$ cat config.mk
export PLATFORM = sky130hd
export DESIGN_NAME = controlUnit
export DESIGN_NICKNAME = d
export VERILOG_FILES = /design/src/logic/controlPkg.sv /design/src/logic/isaPkg.sv /design/src/logic/controlDecoder.sv /design/src/logic/controlUnit.sv /design/src/logic/opcodeDecoder.sv /design/src/logic/stateSequencer.sv
export VERILOG_INCLUDE_DIRS = /design/src /design/src/logic
export SDC_FILE = /design/constraint.sdc
export NUM_CORES = 1
export LEC_CHECK = 0
export BUFFER_PORTS_ARGS = -buffer_cell sky130_fd_sc_hd__buf_2
export CAP_MARGIN = 20
export CORE_MARGIN = 2
export CORE_UTILIZATION = 53
export DETAILED_ROUTE_END_ITERATION = 16
export GPL_TIMING_DRIVEN = 0
export HOLD_SLACK_MARGIN = 0.02
export PLACE_DENSITY = 0.85
export SLEW_MARGIN = 20
export SYNTH_ARGS = -nofsm -noshare
export SYNTH_HDL_FRONTEND = slang
export SYNTH_HIERARCHICAL = 1
export SYNTH_SLANG_ARGS = --single-unit
$ cat constraint.sdc
create_clock -name clock -period 3.45 [get_ports clock]
set_clock_uncertainty 0.2 [all_clocks]
set_input_delay 0.345 -clock clock [delete_from_list [all_inputs] [get_ports clock]]
set_output_delay 0.345 -clock clock [all_outputs]
set_load 0.05 [all_outputs]
$ cat src/logic/controlUnit_macros.svh
// ----------------------------------------
// field and encoding widths of the control unit
// ----------------------------------------

`ifndef CONTROL_UNIT_MACROS_SVH
`define CONTROL_UNIT_MACROS_SVH

// instruction opcode field
`define OPCODE_WIDTH 4

// ALU function and B-operand select codes
`define ALU_OP_WIDTH 3
`define ALU_SRC_B_WIDTH 3

// sequencer state register
`define STATE_WIDTH 5

`endif

$ cat src/logic/controlPkg.sv
// ----------------------------------------
// sequencer state type
// ----------------------------------------
`include "controlUnit_macros.svh"

package controlPkg;

	// ----------------------------------------
	// one state per cycle of each instruction
	// ----------------------------------------
	typedef enum logic [`STATE_WIDTH-1:0]
	{
		stIdle          = 5'd0,
		stFetch         = 5'd1,
		stDecode        = 5'd2,
		stAluExec       = 5'd3,   // add, sub, nand
		stRegWriteback  = 5'd4,   // shared with shift
		stShiftExec     = 5'd5,
		stOriReadSrc    = 5'd6,
		stOriExec       = 5'd7,
		stOriWriteback  = 5'd8,
		stLoadRead      = 5'd9,
		stLoadWriteback = 5'd10,
		stStoreWrite    = 5'd11,
		stBranchBpz     = 5'd12,
		stBranchBz      = 5'd13,
		stBranchBnz     = 5'd14,
		stHalted        = 5'd15
	} cycleStateT;

endpackage

$ cat src/logic/isaPkg.sv
// ----------------------------------------
// instruction set types: opcodes, decoded classes,
// ALU functions and ALU B-operand selects
// ----------------------------------------
`include "controlUnit_macros.svh"

package isaPkg;

	// shift and ori only fix the low three bits, these are their canonical codes
	typedef enum logic [`OPCODE_WIDTH-1:0]
	{
		opLoad  = 4'b0000,
		opStop  = 4'b0001,
		opStore = 4'b0010,
		opShift = 4'b0011,
		opAdd   = 4'b0100,
		opBz    = 4'b0101,
		opSub   = 4'b0110,
		opOri   = 4'b0111,
		opNand  = 4'b1000,
		opBnz   = 4'b1001,
		opBpz   = 4'b1101
	} opcodeT;

	localparam logic [2:0] shiftSuffix = 3'b011;
	localparam logic [2:0] oriSuffix   = 3'b111;

	// clsAdd, clsSub and clsNand form the register ALU group
	typedef enum logic [3:0]
	{
		clsAdd, clsSub, clsNand, clsShift, clsOri, clsLoad,
		clsStore, clsBpz, clsBz, clsBnz, clsStop, clsIllegal
	} instrClassT;

	typedef enum logic [`ALU_OP_WIDTH-1:0]
	{
		aluAdd = 3'b000, aluSub = 3'b001, aluOr = 3'b010, aluNand = 3'b011, aluShift = 3'b100
	} aluOpT;

	typedef enum logic [`ALU_SRC_B_WIDTH-1:0]
	{
		srcBReg    = 3'b000,
		srcBOne    = 3'b001,  // pc increment
		srcBOffset = 3'b010,
		srcBImm    = 3'b011,  // zero-extended
		srcBShift  = 3'b100
	} aluSrcBT;

endpackage

$ cat src/logic/controlDecoder.sv
// ----------------------------------------
// datapath strobe and select decode from
// the current state, class and flags
// ----------------------------------------
`timescale 1ns/1ps

module controlDecoder import isaPkg::*, controlPkg::*;
(
	input  cycleStateT state,
	input  instrClassT instrClass,
	input  logic       negative,
	input  logic       zero,
	output logic       pcWrite,
	output logic       addrSel,
	output logic       memRead,
	output logic       memWrite,
	output logic       irLoad,
	output logic       r1Sel,
	output logic       mdrLoad,
	output logic       r1Load,
	output logic       r2Load,
	output logic       aluSrcA,
	output aluOpT      aluOp,
	output aluSrcBT    aluSrcB,
	output logic       aluOutWrite,
	output logic       rfWrite,
	output logic       regIn,
	output logic       flagWrite
);

	always_comb
	begin
		// everything inactive unless the state raises it
		pcWrite     = 1'b0;
		addrSel     = 1'b0;
		memRead     = 1'b0;
		memWrite    = 1'b0;
		irLoad      = 1'b0;
		r1Sel       = 1'b0;
		mdrLoad     = 1'b0;
		r1Load      = 1'b0;
		r2Load      = 1'b0;
		aluSrcA     = 1'b0;
		aluOp       = aluAdd;
		aluSrcB     = srcBReg;
		aluOutWrite = 1'b0;
		rfWrite     = 1'b0;
		regIn       = 1'b0;
		flagWrite   = 1'b0;

		case (state)
			stFetch:
			begin
				pcWrite = 1'b1;  // pc + 1
				addrSel = 1'b1;
				memRead = 1'b1;
				irLoad  = 1'b1;
				aluSrcB = srcBOne;
			end
			stDecode:
			begin
				r1Load = 1'b1;
				r2Load = 1'b1;
			end
			stAluExec:
			begin
				aluSrcA     = 1'b1;
				aluOutWrite = 1'b1;
				flagWrite   = 1'b1;
				case (instrClass)
					clsSub:  aluOp = aluSub;
					clsNand: aluOp = aluNand;
					default: aluOp = aluAdd;
				endcase
			end
			stShiftExec:
			begin
				aluSrcA     = 1'b1;
				aluOp       = aluShift;
				aluSrcB     = srcBShift;
				aluOutWrite = 1'b1;
				flagWrite   = 1'b1;
			end
			stOriReadSrc:
			begin
				r1Sel  = 1'b1;
				r1Load = 1'b1;
				r2Load = 1'b1;
			end
			stOriExec:
			begin
				aluSrcA     = 1'b1;
				aluOp       = aluOr;
				aluSrcB     = srcBImm;
				aluOutWrite = 1'b1;
				flagWrite   = 1'b1;
			end
			stOriWriteback:
			begin
				r1Sel   = 1'b1;
				rfWrite = 1'b1;
			end
			stLoadRead:
			begin
				memRead = 1'b1;
				mdrLoad = 1'b1;
			end
			stLoadWriteback:
			begin
				aluOutWrite = 1'b1;
				rfWrite     = 1'b1;
				regIn       = 1'b1;  // write back from mdr
			end
			stRegWriteback: rfWrite = 1'b1;
			stStoreWrite:   memWrite = 1'b1;

			// ----------------------------------------
			// conditional branches
			// ----------------------------------------
			stBranchBpz:
			begin
				pcWrite = ~negative;
				aluSrcB = srcBOffset;
			end
			stBranchBz:
			begin
				pcWrite = zero;
				aluSrcB = srcBOffset;
			end
			stBranchBnz:
			begin
				pcWrite = ~zero;
				aluSrcB = srcBOffset;
			end
			default: ;  // idle and halted drive nothing
		endcase
	end

endmodule

$ cat src/logic/controlUnit.sv
// ----------------------------------------
// control unit top: opcode decode, state
// sequencer and strobe decode
// ----------------------------------------
`timescale 1ns/1ps
`include "controlUnit_macros.svh"

module controlUnit import isaPkg::*, controlPkg::*;
(
	input  logic                     clock,
	input  logic                     reset,
	input  logic [`OPCODE_WIDTH-1:0] instr,
	input  logic                     negative,
	input  logic                     zero,
	input  logic                     resume,
	output logic                     pcWrite,
	output logic                     addrSel,
	output logic                     memRead,
	output logic                     memWrite,
	output logic                     irLoad,
	output logic                     r1Sel,
	output logic                     mdrLoad,
	output logic                     r1Load,
	output logic                     r2Load,
	output logic                     aluSrcA,
	output aluOpT                    aluOp,
	output aluSrcBT                  aluSrcB,
	output logic                     aluOutWrite,
	output logic                     rfWrite,
	output logic                     regIn,
	output logic                     flagWrite
);

	instrClassT instrClass;
	cycleStateT state;

	opcodeDecoder opcodeDecoder_i
	(
		.instr      (opcodeT'(instr)),
		.instrClass (instrClass)
	);

	stateSequencer stateSequencer_i
	(
		.clock      (clock),
		.reset      (reset),
		.instrClass (instrClass),
		.resume     (resume),
		.state      (state)
	);

	controlDecoder controlDecoder_i
	(
		.state       (state),
		.instrClass  (instrClass),
		.negative    (negative),
		.zero        (zero),
		.pcWrite     (pcWrite),
		.addrSel     (addrSel),
		.memRead     (memRead),
		.memWrite    (memWrite),
		.irLoad      (irLoad),
		.r1Sel       (r1Sel),
		.mdrLoad     (mdrLoad),
		.r1Load      (r1Load),
		.r2Load      (r2Load),
		.aluSrcA     (aluSrcA),
		.aluOp       (aluOp),
		.aluSrcB     (aluSrcB),
		.aluOutWrite (aluOutWrite),
		.rfWrite     (rfWrite),
		.regIn       (regIn),
		.flagWrite   (flagWrite)
	);

endmodule

$ cat src/logic/opcodeDecoder.sv
// ----------------------------------------
// opcode to instruction class decoder
// ----------------------------------------
`timescale 1ns/1ps

module opcodeDecoder import isaPkg::*;
(
	input  opcodeT     instr,
	output instrClassT instrClass
);

	// priority order matters, e.g. 0011 is shift before anything else
	always_comb
	begin
		if (instr == opAdd)
			instrClass = clsAdd;
		else if (instr == opSub)
			instrClass = clsSub;
		else if (instr == opNand)
			instrClass = clsNand;
		else if (instr[2:0] == shiftSuffix)
			instrClass = clsShift;
		else if (instr[2:0] == oriSuffix)
			instrClass = clsOri;
		else if (instr == opLoad)
			instrClass = clsLoad;
		else if (instr == opStore)
			instrClass = clsStore;
		else if (instr == opBpz)
			instrClass = clsBpz;
		else if (instr == opBz)
			instrClass = clsBz;
		else if (instr == opBnz)
			instrClass = clsBnz;
		else if (instr == opStop)
			instrClass = clsStop;
		else
			instrClass = clsIllegal;  // 1010, 1100, 1110
	end

endmodule

$ cat src/logic/stateSequencer.sv
// ----------------------------------------
// state register and next-state logic
// ----------------------------------------
`timescale 1ns/1ps

module stateSequencer import isaPkg::*, controlPkg::*;
(
	input  logic       clock,
	input  logic       reset,
	input  instrClassT instrClass,
	input  logic       resume,
	output cycleStateT state
);

	cycleStateT nextState;

	always_ff @(posedge clock or posedge reset)
	begin
		if (reset)
			state <= stIdle;
		else
			state <= nextState;
	end

	// ----------------------------------------
	// next state
	// ----------------------------------------
	always_comb
	begin
		nextState = stIdle;
		case (state)
			stIdle:   nextState = stFetch;
			stFetch:  nextState = stDecode;
			stDecode:
			begin
				case (instrClass)
					clsAdd, clsSub, clsNand: nextState = stAluExec;
					clsShift: nextState = stShiftExec;
					clsOri:   nextState = stOriReadSrc;
					clsLoad:  nextState = stLoadRead;
					clsStore: nextState = stStoreWrite;
					clsBpz:   nextState = stBranchBpz;
					clsBz:    nextState = stBranchBz;
					clsBnz:   nextState = stBranchBnz;
					clsStop:  nextState = stHalted;
					default:  nextState = stIdle;  // unknown opcode
				endcase
			end
			stAluExec:       nextState = stRegWriteback;
			stShiftExec:     nextState = stRegWriteback;
			stOriReadSrc:    nextState = stOriExec;
			stOriExec:       nextState = stOriWriteback;
			stLoadRead:      nextState = stLoadWriteback;
			stHalted:
			begin
				if (resume)
					nextState = stFetch;
				else
					nextState = stHalted;
			end
			// last execute cycle of every instruction
			stRegWriteback, stOriWriteback, stLoadWriteback, stStoreWrite,
			stBranchBpz, stBranchBz, stBranchBnz:
				nextState = stFetch;
			default: nextState = stIdle;
		endcase
	end

endmodule

; ---- Yosys cells after proc, flatten, opt, wreduce, memory -nomap -nowiden
; Memory sizes are Yosys's and may differ from the RTL's.
; Cells that the tools add are included.
[classes]
n_eq_ne = 27
n_mux = 27
n_bitwise = 2
n_reduce_logical = 11
[op_table]
columns = op, count
row1 = 4-bit two-way mux, 11
row2 = "5-bit by 4-bit equality test with 1-bit output, second input constant", 8
row3 = 5-bit one-hot mux with 8 select lines, 1
row4 = "5-bit by 3-bit equality test with 1-bit output, second input constant", 4
row5 = "4-bit by 3-bit equality test with 1-bit output, second input constant", 3
row6 = "4-bit equality test, second input constant", 3
row7 = 3-bit one-hot mux with 4 select lines, 1
row8 = 1-bit two-way mux, 11
row9 = "5-bit by 2-bit equality test with 1-bit output, second input constant", 2
row10 = 3-bit one-hot mux with 3 select lines, 1
row11 = 3-bit OR reduction, 3
row12 = "4-bit by 1-bit equality test with 1-bit output, second input constant", 2
row13 = "4-bit by 2-bit equality test with 1-bit output, second input constant", 2
row14 = 2-bit OR reduction, 4
row15 = 8-bit OR reduction, 1
row16 = "5-bit by 1-bit equality test with 1-bit output, second input constant", 1
row17 = 5-bit logical NOT, 1
row18 = 4-bit logical NOT, 1
row19 = 1-bit one-hot mux with 4 select lines, 1
row20 = 2-bit one-hot mux with 2 select lines, 1
row21 = 4-bit OR reduction, 1
row22 = "3-bit by 2-bit equality test with 1-bit output, second input constant", 1
row23 = "3-bit equality test, second input constant", 1
row24 = 1-bit NOT, 2
[word_totals]
register_bits = 5
romBits = 64
in_bits = 9
output_inout_bits = 20
memories = 1
[mem_list]
columns = memory, words, width, read_ports, rd_ports_with_merged_regs, write_ports, line_no
row1 = (no name shown), 16, 4, 1, 0, 0, stateSequencer.sv:36  ; case (instrClass)

; ---- Longest topological paths before layout
; Gate-level depths: netlist (run 1).
[logic_depth]
ltp_word = 15
mapped_depth = 9
depth_no_buf = 9

; ---- Modules after synthesis
; The synthesis (run 1) kept the hierarchy.
[by_module_without_submodules]
columns = mod, instances, cells_per_inst, area_per_inst_um2, seq_area_each_um2
row1 = stateSequencer, 1, 52, 386.6, 100.1
row2 = controlDecoder, 1, 49, 351.6, 0.0
row3 = opcodeDecoder, 1, 16, 91.3, 0.0

; ---- Worst setup path after synthesis (run 1)
; OpenSTA, ideal clock, no wires.
[synth_path]
path_type = reg2out
start = register stateSequencer_i.state[3]
end = output port irLoad
arrival_ps = 2339
required_ps = 2905
setup_slack_ps = 566
stages_incl_launch_ff = 5
n_path_buf = 2
path_cell_list = dfrtp_1 -> buf_6 -> or2_4 -> nor3_1 -> buf_4
[synth_via]
elab_chain_cells = 2
[synth_rtl]
columns = element, line_no
row1 = "start, declared", stateSequencer.sv:12  ; output cycleStateT state
row2 = "start signal, assigned", stateSequencer.sv:20  ; state <= stIdle;
row3 = "start signal, assigned", stateSequencer.sv:22  ; state <= nextState;
row4 = 5-bit by 1-bit equality test with 1-bit output, n/a
row5 = 1-bit two-way mux, n/a
row6 = "end, declared", controlUnit.sv:20  ; output logic irLoad,
; Every way passes these cells.

; ---- Final worst setup path (run 1)
[layout_path]
start = input port instr[0]
end = output port aluOp[0]
[layout_via]
elab_chain_cells = 15
word_cells_on_any_way = 26
cone_classes = eq/ne: 12 / mux: 13 / reduce/logical: 1
[layout_rtl]
columns = element, line_no
row1 = "start, declared", controlUnit.sv:12  ; input logic [`OPCODE_WIDTH-1:0] instr,
row2 = 4-bit by 1-bit equality test with 1-bit output, opcodeDecoder.sv:35  ; else if (instr == opStop)
row3 = 1-bit two-way mux, opcodeDecoder.sv:35
row4 = 4-bit two-way mux, opcodeDecoder.sv:33  ; else if (instr == opBnz)
row5 = 4-bit two-way mux, opcodeDecoder.sv:31  ; else if (instr == opBz)
row6 = 4-bit two-way mux, opcodeDecoder.sv:29  ; else if (instr == opBpz)
row7 = 4-bit two-way mux, opcodeDecoder.sv:27  ; else if (instr == opStore)
row8 = 4-bit two-way mux, opcodeDecoder.sv:25  ; else if (instr == opLoad)
row9 = 4-bit two-way mux, opcodeDecoder.sv:23  ; else if (instr[2:0] == oriSuffix)
row10 = 4-bit two-way mux, opcodeDecoder.sv:21  ; else if (instr[2:0] == shiftSuffix)
row11 = 4-bit two-way mux, opcodeDecoder.sv:19  ; else if (instr == opNand)
row12 = 4-bit two-way mux, opcodeDecoder.sv:17  ; else if (instr == opSub)
row13 = 4-bit two-way mux *, opcodeDecoder.sv:15  ; if (instr == opAdd)
row14 = via instrClass[0], controlUnit.sv:34  ; instrClassT instrClass;
row15 = 4-bit by 2-bit equality test with 1-bit output / 4-bit by 1-bit equality test with 1-bit output (equally long branches), controlDecoder.sv:70  ; case (instrClass)
row16 = 2-bit one-hot mux with 2 select lines *, controlDecoder.sv:70
row17 = 3-bit one-hot mux with 3 select lines *, controlDecoder.sv:51  ; case (state)
row18 = "end, declared", controlUnit.sv:26  ; output aluOpT aluOp,
; Mark *: on every way through the listed nets, which the timed path passes. The rest lies on a longest branch.

==> run metrics, run 1 <==
Syn Nets between 100 and 150; max reg flops 4; Layout Utilization 0.687; final WL roughly 1.9 mm; GPL Wtd Cong 0.854; Max Fclk about 400 MHz; die height 43.6 microns; Critical Path RT ~2.9 ns; CP delay by family, top simple AND/OR/NAND/NOR gates; P&R area growth vs syn 23.2%; die area 1900 sq um; largest net degree at the start of global routing 11; routed vias/inst roughly 5.4; ANT cells 0; Setup crit end kind primary output; Max IR drop VDD 0.341 mV; wire per inst ~11 microns; Largest regs stateSequencer_i/state (4); Mapped Cells about 120; CP most frequent cell buf_2; clock latency on the worst-skew pair roughly 0.23 ns; outcome complete, no violations; post-synthesis cell area a little over 800 sq um; core area about 1500 sq um; Root Driver clkbuf_4; fraction of layout cells with a size suffix above 1 0.356; Synth warnings 6; Max Cap Viol 0; initial drt markers 14; register name with the most flops stateSequencer_i/state; crit start category primary input; CTS max path bufs 2; Final nets around 160; flops & latches, synth 4; post-route ant nets 0; Hold Path Origin resume; Tightest Pin Transition around 0.85 ns; DRC errors left 0; Tcrit/Tclk final 0.708; Port-buffer cells 28; met2 Track Usage GR 0.409; vias post-DR slightly below 900; critical path peak fanout 7; crit path time final 2.44 ns; Die Width approximately 44 microns; R2R Path Start stateSequencer_i/state[0]; CTS clk-pin slew, worst paths around 0.030 ns; CTS H-tree depth 1; worst setup path start instr[0]; crit path buf inv count 2; Critical Path AT 1.90 ns; M1 GR Usage 0.259; CTS tree done; Power Dens Cells about 790 nW/um^2; setup TNS 0 ns; vias in the first global route 836; global-route usage over all layers 0.219; slowest stage delay, CP around 0.4 ns; post-CTS setup buffers 0; Leakage between 0.5 and 0.6 nW; Max-Slew Margin vs Limit 0.428; Avg Inst Size Synth between 7 and 8 sq um; Setup Viol. Count Final 0; final hold violation count 0; DPL Wire Length 1.43 mm; GR peak layer met2; Worst Hold Class in -> reg; max-slew violations 0; CTS Sinks 4; first-pass GRT wire length 3.32 mm; Ports 29; highest-delay cell along the critical path or3_4; initial core utilization 0.557; grt total ovfl 0; register area share after synthesis 0.121; Unique masters post-synth 41; met3 Resource Use GR 0.0125; RSZ-0062 raised after global routing no; Setup CP Type in -> out; critical-path cell list buf_2 > or3_4 > a21oi_2 > a31o_1 > xor2_1 > nand2_1 > nor4_4 > buf_2; initial antenna violation count 0; TritonRoute pass-1 iters 6; total CTS buffers 3; Core Rows 14
[cells by family after synthesis]
group	count (synthesis)	share of synthesized area
fa+ha+maj	4	0.0603
xor+xnor	4	0.0422
simple gates	54	0.388
other cells	1	0.00452
mux	2	0.0302
flops	4	0.121
buf+inv	17	0.112
compound gates	31	0.243
[layout by cell type (no fill, tap or decap), types with 2 or more instances in the layout]
master	count
buf_2	33
nor2_1	15
o21ai_0	10
a21oi_1	9
nor3_1	8
nand2_1	8
inv_1	7
nand2b_1	5
buf_4	4
ha_1	4
dfrtp_1	4
clkbuf_4	3
xor2_1	3
nand3_1	3
nand2b_4	2
and2_1	2
o2bb2ai_1	2
nor2b_1	2
[worst min-delay path: stages]
cell and delay (ns):
buf_2 0.09, a21oi_1 0.05, o21ai_0 0.15, o31ai_1 0.07
[metrics by stage]
step | cells | hold WS (ns) | area, sq um | worst slack [ns] | power, mW
2_1_floorplan | 117 | -0.0889 | 830 | 0.566 | 0.633
3_3_place_gp | 161 | 0.0202 | 990 | 1.04 | 0.730
3_5_place_dp | 161 | 0.0224 | 990 | 1.01 | 0.746
4_1_cts | 165 | 0.315 | 1020 | 1.01 | 0.812
5_1_grt | 165 | 0.356 | 1020 | 0.889 | 0.877
6_report | 165 | 0.323 | 1020 | 1.01 | 0.812
[path summary, 6_finish.rpt]
check	to	slack [ns]	cells past startpoint
worst min-delay path	stateSequencer_i/state[3]	0.32	4
worst max register to register	stateSequencer_i/state[2]	1.92	5
max in group asynchronous	stateSequencer_i/state[2]	2.56	3
min in group asynchronous	stateSequencer_i/state[1]	0.34	3
worst min register to register	stateSequencer_i/state[1]	0.51	3
worst max-delay path	aluOp[0]	1.01	8
[layer usage]
metal | wire length, microns | up-vias
li1 | - | 466
met1 | 799 | 400
met2 | 999 | 22
met3 | 67 | 2
met4 | 14 | 0
met5 | 0 | -
[Yosys cell counts]
cell type,instances,share of area
nand4_1,1,0.0075
nor3_2,1,0.012
nand2b_1,5,0.038
o32ai_1,1,0.011
nor3_1,8,0.048
a211oi_1,1,0.0091
or2_4,1,0.011
buf_6,1,0.014
or3_4,1,0.014
a21oi_1,9,0.054
inv_1,7,0.032
mux2i_1,1,0.012
o31ai_1,1,0.0091
and2_1,2,0.015
o211ai_2,1,0.015
nor2b_1,2,0.015
nand3b_1,1,0.0091
ha_1,4,0.060
buf_4,4,0.036
buf_2,5,0.030
conb_1,1,0.0045
nand2_1,8,0.036
xor2_1,3,0.032
nor3b_2,1,0.015
o31ai_2,1,0.015
dfrtp_1,4,0.12
o21a_1,1,0.0091
a31oi_1,1,0.0075
nand3_1,3,0.018
nand2b_4,2,0.033
a21oi_2,1,0.011
xnor2_1,1,0.011
o22a_1,1,0.011
o21ai_0,10,0.060
and2b_1,1,0.0091
nor4_4,1,0.026
mux2_4,1,0.018
o2bb2ai_1,2,0.021
nor2_1,15,0.068
a31o_1,1,0.011
nand2_4,1,0.014
[timing repair]
item | CTS | global route
endpoints found under the hold margin | 4 | 0
resized for setup | 0 | 0
hold buffers | 1 | 0
[cell type report]
type                       instances  area, sq um
fill                             142          467
inverter                           7         26.3
multi-input combinational         96          637
sequential                         4          100
clock buffer                       3         22.5
tap                               16         20.0
timing repair buffer              29          150
buffer                            10         66.3
[report_power, final]
| part | switching [mW] | internal, mW | leakage (nW) | total, mW |
|---|---|---|---|---|
| Clock | 0.0171 | 0.0388 | 0.0138 | 0.0559 |
| Sequential | 0.0453 | 0.0686 | 0.0507 | 0.114 |
| Combinational | 0.426 | 0.216 | 0.453 | 0.642 |
| Total | 0.489 | 0.323 | 0.518 | 0.812 |
No activity file was read; power rests on OpenSTA's default activity.
==> run 2: changes to the inputs <==
- CORE_UTILIZATION: 53 -> 49
- PLACE_DENSITY: 0.85 -> 0.8
- clock period: 3.45 -> 2.5 ns (I/O delays scaled with it)
==> run 2 against run 1 <==
Cell count stayed put; setup slack got worse by 0.78 ns; design area increased by 0.98%; non-clock buffer count unchanged; combinational power increased by 38%; critical path depth down 1; die area up 7.4%; via count up 0.45%; register-to-register slack lost 0.91 ns; critical path type unchanged.
==> run metrics, run 2 (synthesized netlist as in run 1, its figures left out) <==
initial core utilization 0.538; Tot Pwr 1.11 mW; slowest stage delay, CP roughly 0.7 ns; Max Fclk ~440 MHz; CTS H-tree depth 1; RSZ-0062 raised after global routing no; CTS max path bufs 2; CP delay by family, top compound AO/OA/AOI/OAI gates; final hold violation count 0; Tightest Pin Transition between 0.8 and 0.9 ns; grt total ovfl 0; Leakage roughly 0.52 nW; Max-Slew Margin vs Limit 0.411; highest-delay cell along the critical path o21ai_0; pre-CTS WS 0.137 ns; first-pass GRT wire length between 2 and 3 mm; final WL around 1.8 mm; Max IR drop VDD roughly 0.62 mV; crit path buf inv count 2; CTS clk-pin slew, worst paths about 0.040 ns; Critical Path AT approximately 1.8 ns; critical path peak fanout 10; post-route ant nets 0; Placed Instances around 160; Port-buffer cells 28; setup TNS 0 ns; CTS tree done; Core Rows 14; Max Cap Viol 0; commonest non-fill, non-tap cells in the layout buf_2 (33), nor2_1 (15), o21ai_0 (10); Critical Path RT a little over 2 ns; crit start category primary input; DRC errors left 0; global-route usage over all layers 0.195; Setup Viol. Count Final 0; Final nets around 160; Post-Layout Cell Count about 170; vias post-DR a little under 900; post-CTS setup buffers 0; critical-path cell list buf_2 > o21ai_0 > o21ai_0 > nor2_1 > a31oi_1 > nor3_2 > buf_2; crit path time final 2.28 ns; Power Dens Cells 1080 nW/um^2; Setup CP Type in -> out; initial drt markers 10; outcome complete, no violations; DPL Wire Length roughly 1.4 mm; TritonRoute pass-1 iters 4; Die Width approximately 45 microns; die area just over 2000 sq um; vias in the first global route between 700 and 800; Root Driver clkbuf_4; most common cell after layout, fill and taps aside buf_2; total CTS buffers 3; fraction of layout cells with a size suffix above 1 0.369; clock latency on the worst-skew pair ~0.24 ns; ANT cells 0; Worst Slack Setup Final 0.224 ns; max-slew violations 0; Largest regs stateSequencer_i/state (4); P&R area growth vs syn 24.4%; die height 45.1 microns; CTS Sinks 4; GPL Wtd Cong 0.802; register name with the most flops stateSequencer_i/state; Ports 29; Setup crit end kind primary output; largest net degree at the start of global routing 11; routed vias/inst between 5 and 6; initial antenna violation count 0; wire per inst between 10 and 15 microns; max reg flops 4; Tcrit/Tclk final 0.910; hold slack between 0.2 and 0.25 ns; Worst Hold Class in -> async; core area approximately 1500 sq um
-- run 2: stage by stage --
stage | utilization | area (sq um)
global placement | 0.649 | 1000
global route | 0.670 | 1030
finish | 0.670 | 1030
CTS | 0.670 | 1030
floorplan | - | 840
detailed placement | 0.649 | 1000
-- run 2: power by group --
group	leakage (nW)	switching [mW]	internal, mW	total (mW)
registers	0.0507	0.0572	0.0948	0.152
logic	0.455	0.584	0.300	0.883
clock network	0.0138	0.0254	0.0536	0.0790
-- run 2: worst min-delay path, cell delays in order --
cell           delay [ns]
dlygate4sd3_1        0.53
buf_2                0.12
inv_1                0.12
-- run 2: what timing repair did --
item	4_1_cts	5_1_grt
gates resized for setup	0	0
setup endpoints to repair	0	0
endpoints found under the hold margin	4	0
hold buffers	1	0
-- run 2: metal layers --
| metal | up-vias | global-route usage | wire length (microns) |
|---|---|---|---|
| met3 | 4 | 0.0360 | 97 |
| met1 | 397 | 0.221 | 758 |
| met5 | - | 0 | 0 |
| met2 | 26 | 0.340 | 867 |
| li1 | 467 | - | - |
| met4 | 0 | 0.106 | 36 |
-- run 2: final cells by class --
class                           instances  area, sq um
Multi-Input combinational cell         96          647
Fill cell                             136          509
Timing Repair Buffer                   29          150
Sequential cell                         4          100
Buffer                                 10         66.3
Inverter                                7         26.3
Clock buffer                            3         22.5
Tap cell                               16         20.0
-- run 2: path summary, 6_finish.rpt --
| kind | endpoint | from | depth (start not counted) | slack [ns] |
|---|---|---|---|---|
| min in group clock | stateSequencer_i/state[3] | resume | 4 | 0.23 |
| worst max register to register | stateSequencer_i/state[2] | stateSequencer_i/state[0] | 5 | 1.01 |
| max in group asynchronous | stateSequencer_i/state[1] | reset | 3 | 1.72 |
| worst min-delay path | stateSequencer_i/state[3] | reset | 3 | 0.23 |
| worst min register to register | stateSequencer_i/state[0] | stateSequencer_i/state[3] | 2 | 0.49 |
| worst max-delay path | aluOp[1] | instr[1] | 7 | 0.22 |
